### src/design/afe_pkg.sv
// widths are fixed by the 16-bit ADC and the 14-bit DAC of the front end
// samples are signed two's complement; converter codes use negative slope
package afe_pkg;

  //////////////////////////////////////////////////
  // widths
  //////////////////////////////////////////////////

  // raw converter word as it arrives from the ADC pins
  localparam int unsigned adc_raw_w = 16;

  // low bits of the raw word that carry no data
  localparam int unsigned adc_rsv_w = 2;

  // sample width on both acquisition and generation side
  localparam int unsigned smp_w = 14;

  // one guard bit for the generator plus feedback sum
  localparam int unsigned sum_w = 15;

  //////////////////////////////////////////////////
  // scalar types
  //////////////////////////////////////////////////

  // raw ADC word, reserved bits included
  typedef logic [adc_raw_w-1:0] adc_raw_t;

  // signed sample
  typedef logic signed [smp_w-1:0] smp_t;

  // unsigned negative-slope DAC code
  typedef logic [smp_w-1:0] dac_code_t;

  //////////////////////////////////////////////////
  // rails and constants
  //////////////////////////////////////////////////

  // positive full scale, 0x1FFF
  localparam smp_t smp_max = 14'h1FFF;

  // negative full scale, 0x2000
  localparam smp_t smp_min = 14'h2000;

  // signed zero after negative-slope coding
  localparam dac_code_t dac_zero_code = 14'h1FFF;

  //////////////////////////////////////////////////
  // channel pairs
  //////////////////////////////////////////////////

  // ch_a sits in the upper half of every pair
  typedef struct packed {
    adc_raw_t ch_a;
    adc_raw_t ch_b;
  } raw_pair_t;

  typedef struct packed {
    smp_t ch_a;
    smp_t ch_b;
  } smp_pair_t;

  typedef struct packed {
    dac_code_t ch_a;
    dac_code_t ch_b;
  } code_pair_t;

endpackage

### src/design/adc_capture.sv
// one register stage, no input flops on the raw words
// digital_loop_i is a quasi-static level, switched without a handshake
`timescale 1ns/1ps

module adc_capture (
  input  logic              adc_clk,
  input  logic              arst_n_i,
  // raw converter words, both channels
  input  afe_pkg::raw_pair_t adc_raw_i,
  // saturated mix from the generator side
  input  afe_pkg::smp_pair_t loop_smp_i,
  // select loopback instead of the converter
  input  logic              digital_loop_i,
  // registered two's complement samples
  output afe_pkg::smp_pair_t adc_smp_o
);

  //////////////////////////////////////////////////
  // raw word to sample
  //////////////////////////////////////////////////

  // strip reserved bits, then undo the negative slope
  // msb stays, the remaining bits flip
  function automatic afe_pkg::smp_t adc_conv(input afe_pkg::adc_raw_t raw);
    logic [afe_pkg::smp_w-1:0] fld;
    fld = raw[afe_pkg::adc_raw_w-1:afe_pkg::adc_rsv_w];
    return {fld[afe_pkg::smp_w-1], ~fld[afe_pkg::smp_w-2:0]};
  endfunction

  // converted samples, before the output register
  afe_pkg::smp_pair_t conv_smp;

  // channel a
  assign conv_smp.ch_a = adc_conv(adc_raw_i.ch_a);

  // channel b
  assign conv_smp.ch_b = adc_conv(adc_raw_i.ch_b);

  //////////////////////////////////////////////////
  // output register with loopback select
  //////////////////////////////////////////////////

  // loopback mux sits in front of the flop
  // so both sources see the same single cycle latency
  always_ff @(posedge adc_clk or negedge arst_n_i) begin
    if (!arst_n_i) begin
      adc_smp_o <= '0;
    end else if (digital_loop_i) begin
      // generator mix returned to acquisition
      adc_smp_o <= loop_smp_i;
    end else begin
      // normal acquisition
      adc_smp_o <= conv_smp;
    end
  end

  //////////////////////////////////////////////////
  // checks
  //////////////////////////////////////////////////

  // an unknown select would mix both sources into every later sample
  a_loop_known : assert property (
    @(posedge adc_clk) disable iff (!arst_n_i)
      !$isunknown(digital_loop_i)
  ) else $error("adc_capture: digital_loop_i unknown");

endmodule

### src/design/dac_mix.sv
// two register stages, mix then code, a new sample pair every cycle
// the sum saturates to the 14-bit rails; no wrap-around reaches the DAC
`timescale 1ns/1ps

module dac_mix (
  input  logic               adc_clk,
  input  logic               arst_n_i,
  // generator samples
  input  afe_pkg::smp_pair_t  gen_smp_i,
  // feedback correction samples
  input  afe_pkg::smp_pair_t  pid_smp_i,
  // registered saturated sum, also the loopback source
  output afe_pkg::smp_pair_t  mix_smp_o,
  // registered negative-slope DAC codes
  output afe_pkg::code_pair_t dac_code_o
);

  //////////////////////////////////////////////////
  // helpers
  //////////////////////////////////////////////////

  // sign extend a sample to sum width
  function automatic logic signed [afe_pkg::sum_w-1:0] widen(input afe_pkg::smp_t s);
    return {{(afe_pkg::sum_w - afe_pkg::smp_w){s[afe_pkg::smp_w-1]}}, s};
  endfunction

  // top two bits differ on overflow
  function automatic logic ovf(input logic [afe_pkg::sum_w-1:0] s);
    return s[afe_pkg::sum_w-1] ^ s[afe_pkg::sum_w-2];
  endfunction

  // clamp to the rail picked by the sign bit
  function automatic afe_pkg::smp_t sat(input logic [afe_pkg::sum_w-1:0] s);
    if (ovf(s)) begin
      return s[afe_pkg::sum_w-1] ? afe_pkg::smp_min : afe_pkg::smp_max;
    end
    return s[afe_pkg::smp_w-1:0];
  endfunction

  // signed sample to DAC code, msb kept and the rest flipped
  function automatic afe_pkg::dac_code_t dac_fmt(input afe_pkg::smp_t s);
    return {s[afe_pkg::smp_w-1], ~s[afe_pkg::smp_w-2:0]};
  endfunction

  //////////////////////////////////////////////////
  // sum and saturation
  //////////////////////////////////////////////////

  // unsaturated sums, one guard bit each
  logic signed [afe_pkg::sum_w-1:0] sum_a;
  logic signed [afe_pkg::sum_w-1:0] sum_b;

  // overflow flags, also used by the checks below
  logic ovf_a;
  logic ovf_b;

  // saturated mix, before the first register
  afe_pkg::smp_pair_t sat_smp;

  assign sum_a = widen(gen_smp_i.ch_a) + widen(pid_smp_i.ch_a);
  assign sum_b = widen(gen_smp_i.ch_b) + widen(pid_smp_i.ch_b);

  assign ovf_a = ovf(sum_a);
  assign ovf_b = ovf(sum_b);

  assign sat_smp.ch_a = sat(sum_a);
  assign sat_smp.ch_b = sat(sum_b);

  //////////////////////////////////////////////////
  // mix stage
  //////////////////////////////////////////////////

  // first register, zero after reset
  always_ff @(posedge adc_clk or negedge arst_n_i) begin
    if (!arst_n_i) begin
      mix_smp_o <= '0;
    end else begin
      mix_smp_o <= sat_smp;
    end
  end

  //////////////////////////////////////////////////
  // code stage
  //////////////////////////////////////////////////

  // second register, idles at the code of signed zero
  always_ff @(posedge adc_clk or negedge arst_n_i) begin
    if (!arst_n_i) begin
      dac_code_o.ch_a <= afe_pkg::dac_zero_code;
      dac_code_o.ch_b <= afe_pkg::dac_zero_code;
    end else begin
      dac_code_o.ch_a <= dac_fmt(mix_smp_o.ch_a);
      dac_code_o.ch_b <= dac_fmt(mix_smp_o.ch_b);
    end
  end

  //////////////////////////////////////////////////
  // checks
  //////////////////////////////////////////////////

  // overflowing sum must land on a rail one edge later
  a_sat_rail_a : assert property (
    @(posedge adc_clk) disable iff (!arst_n_i)
      ovf_a |=> (mix_smp_o.ch_a == afe_pkg::smp_max) ||
                (mix_smp_o.ch_a == afe_pkg::smp_min)
  ) else $error("dac_mix: ch_a overflow not clamped to a rail");

  // same for channel b, checked on its own
  a_sat_rail_b : assert property (
    @(posedge adc_clk) disable iff (!arst_n_i)
      ovf_b |=> (mix_smp_o.ch_b == afe_pkg::smp_max) ||
                (mix_smp_o.ch_b == afe_pkg::smp_min)
  ) else $error("dac_mix: ch_b overflow not clamped to a rail");

endmodule

### src/design/afe_datapath_top.sv
// single adc_clk domain, one asynchronous active-low reset for all flops
// ADC path latency 1 cycle, DAC path 2 cycles, loopback 2 cycles
`timescale 1ns/1ps

module afe_datapath_top (
  input  logic                adc_clk,
  input  logic                arst_n_i,
  //////////////////////////////////////////////////
  // acquisition side
  //////////////////////////////////////////////////
  // raw ADC words
  input  afe_pkg::raw_pair_t   adc_raw_i,
  // converted samples
  output afe_pkg::smp_pair_t   adc_smp_o,
  //////////////////////////////////////////////////
  // generation side
  //////////////////////////////////////////////////
  // generator samples
  input  afe_pkg::smp_pair_t   gen_smp_i,
  // feedback correction samples
  input  afe_pkg::smp_pair_t   pid_smp_i,
  // DAC codes
  output afe_pkg::code_pair_t  dac_code_o,
  // configuration
  input  logic                digital_loop_i
);

  // registered mix, feeds both the DAC coder and the loopback
  afe_pkg::smp_pair_t mix_smp;

  //////////////////////////////////////////////////
  // generator stage
  //////////////////////////////////////////////////

  // sum, saturate, register, code
  dac_mix i_dac_mix (
    .adc_clk    (adc_clk),
    .arst_n_i   (arst_n_i),
    .gen_smp_i  (gen_smp_i),
    .pid_smp_i  (pid_smp_i),
    .mix_smp_o  (mix_smp),
    .dac_code_o (dac_code_o)
  );

  //////////////////////////////////////////////////
  // acquisition stage
  //////////////////////////////////////////////////

  // loopback taps the mix register, not the DAC code
  // so acquisition sees two's complement directly
  adc_capture i_adc_capture (
    .adc_clk        (adc_clk),
    .arst_n_i       (arst_n_i),
    .adc_raw_i      (adc_raw_i),
    .loop_smp_i     (mix_smp),
    .digital_loop_i (digital_loop_i),
    .adc_smp_o      (adc_smp_o)
  );

endmodule

### config.mk
export PLATFORM = sky130hd
export DESIGN_NAME = afe_datapath_top
export DESIGN_NICKNAME = d
export VERILOG_FILES = /design/src/design/afe_pkg.sv /design/src/design/adc_capture.sv /design/src/design/dac_mix.sv /design/src/design/afe_datapath_top.sv
export SDC_FILE = /design/constraint.sdc
export NUM_CORES = 1
export LEC_CHECK = 0
export CAP_MARGIN = 0
export CORE_ASPECT_RATIO = 2
export CORE_UTILIZATION = 58
export CTS_CLUSTER_SIZE = 12
export DETAILED_ROUTE_END_ITERATION = 10
export DONT_BUFFER_PORTS = 1
export MAX_ROUTING_LAYER = met4
export PLACE_DENSITY = 0.73
export SLEW_MARGIN = 30
export SYNTH_ARGS = -nofsm -noshare
export SYNTH_HDL_FRONTEND = slang
export SYNTH_SLANG_ARGS = --single-unit
### constraint.sdc
create_clock -name adc_clk -period 0.8 [get_ports adc_clk]
set_input_delay 0.16 -clock adc_clk [delete_from_list [all_inputs] [get_ports adc_clk]]
set_output_delay 0.16 -clock adc_clk [all_outputs]
set_load 0.005 [all_outputs]
==> After elaboration in Yosys (flattened, before gate mapping) <==
Index checks and enable logic that the tools add are counted.
{ "word_totals": {"reg_bits": 84} }
{ "classes": {"muxes": 9, "add_sub_neg": 2, "bitwise": 6} }
{ "op_table": {"columns": ["cell", "count"], "rows": [
  ["$mux W14", 6],
  ["$not A13 Y13", 4],
  ["$add A14 B14 Y15", 2],
  ["$mux W28", 1],
  ["$mux W1", 2],
  ["$xor A1 B1 Y1", 2]
]} }

==> Logic depth before layout (Yosys ltp) <==
{ "depth": {"word_depth": 4, "depth_mapped": 10} }

==> Modules after synthesis <==
A second synthesis with hierarchy kept.
{ "unflattened": {"cells_unflattened": 448, "hier_area_um2": 4625.7} }
{ "by_module_without_submodules": {"columns": ["module", "area_per_inst_um2", "cells_per_inst", "instances", "seq_area_each_um2"], "rows": [
  ["dac_mix", 3524.6, 360, 1, 1433.9],
  ["adc_capture", 1101.1, 88, 1, 700.7]
]} }

==> Least setup slack after synthesis <==
No wires, ideal clock.
{ "synth_timing": {"kind": "input to register", "start": "input port gen_smp_i[14] in the netlist's numbering", "end": "register i_dac_mix.mix_smp_o[20] in the netlist's numbering", "cell_stages": 9, "setup_ps": 119, "t_required_ps": 681, "path_buffers": 1, "setup_slack_ps": -1364, "arrival_ps": 2045, "cell_sequence": "ha_1 > fa_1 > a21o_1 > a221oi_2 > nand2b_1 > a31o_1 > buf_4 > a2bb2oi_2 > a21bo_1"} }
{ "synth_lines": {"columns": ["element", "line", "text"], "rows": [
  ["start, declared", "afe_datapath_top.sv:19", "input afe_pkg::smp_pair_t gen_smp_i,"],
  ["end signal, assigned", "dac_mix.sv:78", "mix_smp_o <= sat_smp;"],
  ["end, declared", "dac_mix.sv:13", "output afe_pkg::smp_pair_t mix_smp_o,"]
]} }

==> impl_metrics.yaml <==
outcome:
  outcome: "finished with violations"
  violations: "hold timing, setup timing"
route:
  drt-initial-drc-count: 435
  wl_um: 15440
  firstDrtPassIters: 5
  vias: 4460
  routed_via_density: 6.390
  antenna_left: 0
  wl_per_cell_um: 22.12
  drc: 0
sta:
  worst_pin_slew_ns: 0.4369
  setup_tns_ns: -35.41
  slew_headroom: 0.7066
  hold_ws_ns: -0.4936
  fin_ws_ns: -1.090
  grt_setup_unrepaired: "true"
  min_period_over_period: 2.363
  finClkSkew_ns: 0.006592
  setup_viol: 85
  slew_viol_final: 0
  fmax_mhz: 529.1
  min_period_ns: 1.890
  hold_viol: 106
clock_tree:
  clockBufferDepth: 2
  htreeDepth: 3
  cts_buffers: 9
  cts-root-buf: "clkbuf_16"
  clkSlewWorstSetupHoldPaths_ns: 0.07
  clkLatencyLatePin_ns: 0.34
  clock-sinks: 84
  cts_tree: "done"
  cts_hold_buf: 28
global_routing:
  grt_max_degree: 85
  grt_pass1_vias: 4274
  grt_usage: 0.3390
  grt_pass1_wl_um: 20820
  gr-total-overflow: 0
  grt_antenna_before_repair: 0
setup_path:
  worstSetupPathType: "in2reg"
  start_kind: "input pin"
  crit_arrival_ns: 2.11
  cp.required_ns: 1.02
  end_kind: "register"
  critPathMaxFanout: 4
logic_synthesis:
  synth_top_family_by_area: "compound AO/OA/AOI/OAI gates"
  yosysSeqAreaShare: 0.4601
  synth_fa_ha_area_frac: 0.09331
  yosysTopAreaCellShare: 0.3128
  synth_largest_area_cell: "dfrtp_1"
  synth_cell_types: 67
  synth_simple_gate_area_frac: 0.1119
  synth.area.top_cells: "dfrtp_1 (31%), dfstp_2 (15%), ha_1 (7.6%)"
  syn-cell-area_mm2: 0.004639
  synthTopCellsByCount: "dfrtp_1 (58), nand2_1 (44), o21ai_0 (41), inv_1 (33), a21oi_1 (30)"
  ys_ff_latch: 84
  synth.most_common_cell: "dfrtp_1"
  synthFlopType: "dfrtp_1"
  ys_warn_count: 0
  muxShareOfSynthArea: 0.01807
  synth_compound_gate_area_share: 0.2346
  synth-xor-area-share: 0.03209
  async_flop_share: 1.000
  syn_avg_cell_area_um2: 9.999
  synth_cells: 464
  synth_edf_count: 0
  syn_nets: 585
power:
  seq_power_share: 0.413
  ir_drop_uv: 1190
  p_clk_frac: 0.276
  power.switching_mw: 4.836
  leakagePower_nw: 2.935
  pwr-share-comb: 0.311
  swShare: 0.3300
  p_int_mw: 9.821
  power_density_mw_per_mm2: 2187
  design_power_total_mw: 14.66
layout:
  drive_above_1_share: 0.4106
  nets: 720
  area_growth_pct: 44.47
  antenna_cells: 0
floorplan:
  die_y_um: 128.5
  die_w_um: 65.24
  die_area_mm2: 0.008382
  initial_core_util: 0.6059
  rows: 45
  core_mm2: 0.007657
  io_pins: 147
placement:
  dpl_worst_slack_ns: -1.425
  dp_hpwl_um: 8434
  place.gp.congestion: 0.9000
  port_buffers: 0
min_path:
  hp-class: "in2async"
flow_run:
  drv_cap: 0
per-layer routing:
layer	track usage	part of all wire	vias up	wire length (um)
met3	0.04078	0.063	89	978
li1	-	-	1949	-
met2	0.6064	0.53	298	8159
met1	0.3434	0.35	2124	5357
met4	0.1957	0.061	0	946
met5	-	0	-	0
path summary, 6_finish.rpt:
kind                                    startpoint                          end  slack [ns]  depth (start not counted)
max                                  gen_smp_i[14]      i_dac_mix.mix_smp_o[20]       -1.09                          9
min                                       arst_n_i       i_dac_mix.mix_smp_o[4]       -0.49                          0
max reg2reg                i_dac_mix.mix_smp_o[17]  i_adc_capture.adc_smp_o[17]        0.01                          2
min reg2reg                i_dac_mix.mix_smp_o[13]     i_dac_mix.dac_code_o[13]        0.38                          0
max in group asynchronous                 arst_n_i     i_dac_mix.dac_code_o[19]        1.07                          0
min in group adc_clk                digital_loop_i  i_adc_capture.adc_smp_o[25]       -0.08                          1
placed cells by master, fill, tap and decap left out, types with 7 or more instances in the layout:
| cell | n |
|---|---|
| dfstp_2 | 26 |
| nand3_1 | 12 |
| a21oi_1 | 23 |
| nand2_1 | 42 |
| dfrtp_1 | 58 |
| or3_1 | 7 |
| o21ai_0 | 31 |
| ha_4 | 13 |
| inv_1 | 33 |
| clkbuf_16 | 10 |
| buf_6 | 14 |
| ha_1 | 13 |
| xnor2_1 | 9 |
| o21ai_1 | 11 |
| o211ai_1 | 9 |
| xor2_1 | 7 |
| dlygate4sd3_1 | 28 |
| buf_4 | 99 |
| nor2_1 | 17 |
layout make-up:
class | instances | area, um2
Clock buffer | 10 | 239.0
Clock inverter | 6 | 48.80
Fill cell | 344 | 954.7
Inverter | 33 | 123.9
Multi-Input combinational cell | 328 | 2818
Sequential cell | 84 | 2135
Tap cell | 94 | 117.6
Timing Repair Buffer | 143 | 1221
power by group through the flow:
stage               clock network (mW)  logic, mW  registers (mW)
floorplan                            0       2.23            5.84
global placement                     0       3.09            5.97
detailed placement                   0       3.22            6.03
CTS                               3.89       3.88            5.98
global route                      4.21       4.83            6.13
finish                            4.05       4.56            6.05
stage by stage:
stage / std cells / utilization / area (um2)
after floorplan: 464 / - / 4793
after global placement: 632 / 0.7142 / 5469
after detailed placement: 632 / 0.7142 / 5469
after CTS: 693 / 0.8482 / 6495
after global routing: 698 / 0.8753 / 6703
final: 698 / 0.8753 / 6703
critical path: stages:
cell and delay [ns]:
ha_4 0.14, fa_2 0.38, a21o_4 0.24, a221oi_4 0.27, nand2b_4 0.20, a31o_4 0.20, buf_6 0.11, a2bb2oi_4 0.14
a21bo_1 0.25
sequential cells by signal, summed over array words and instances (netlist names):
register / count
i_dac_mix.dac_code_o: 28
i_adc_capture.adc_smp_o: 28
i_dac_mix.mix_smp_o: 28
kinds of logic after synthesis:
| family | count (synthesis) |
|---|---|
| compound gates | 159 |
| fa+ha+maj | 34 |
| mux | 8 |
| flops | 84 |
| xor+xnor | 17 |
| buf+inv | 53 |
| simple gates | 109 |
repair_timing:
| action | CTS | global route |
|---|---|---|
| endpoints found under the hold margin | 112 | 109 |
| setup endpoints to repair | 84 | 86 |
| setup buffers | 16 | 4 |
| gates cloned | 1 | 1 |
| pin swaps | 23 | 21 |
| resized for setup | 64 | 28 |
(Power assumes the default switching activity.)
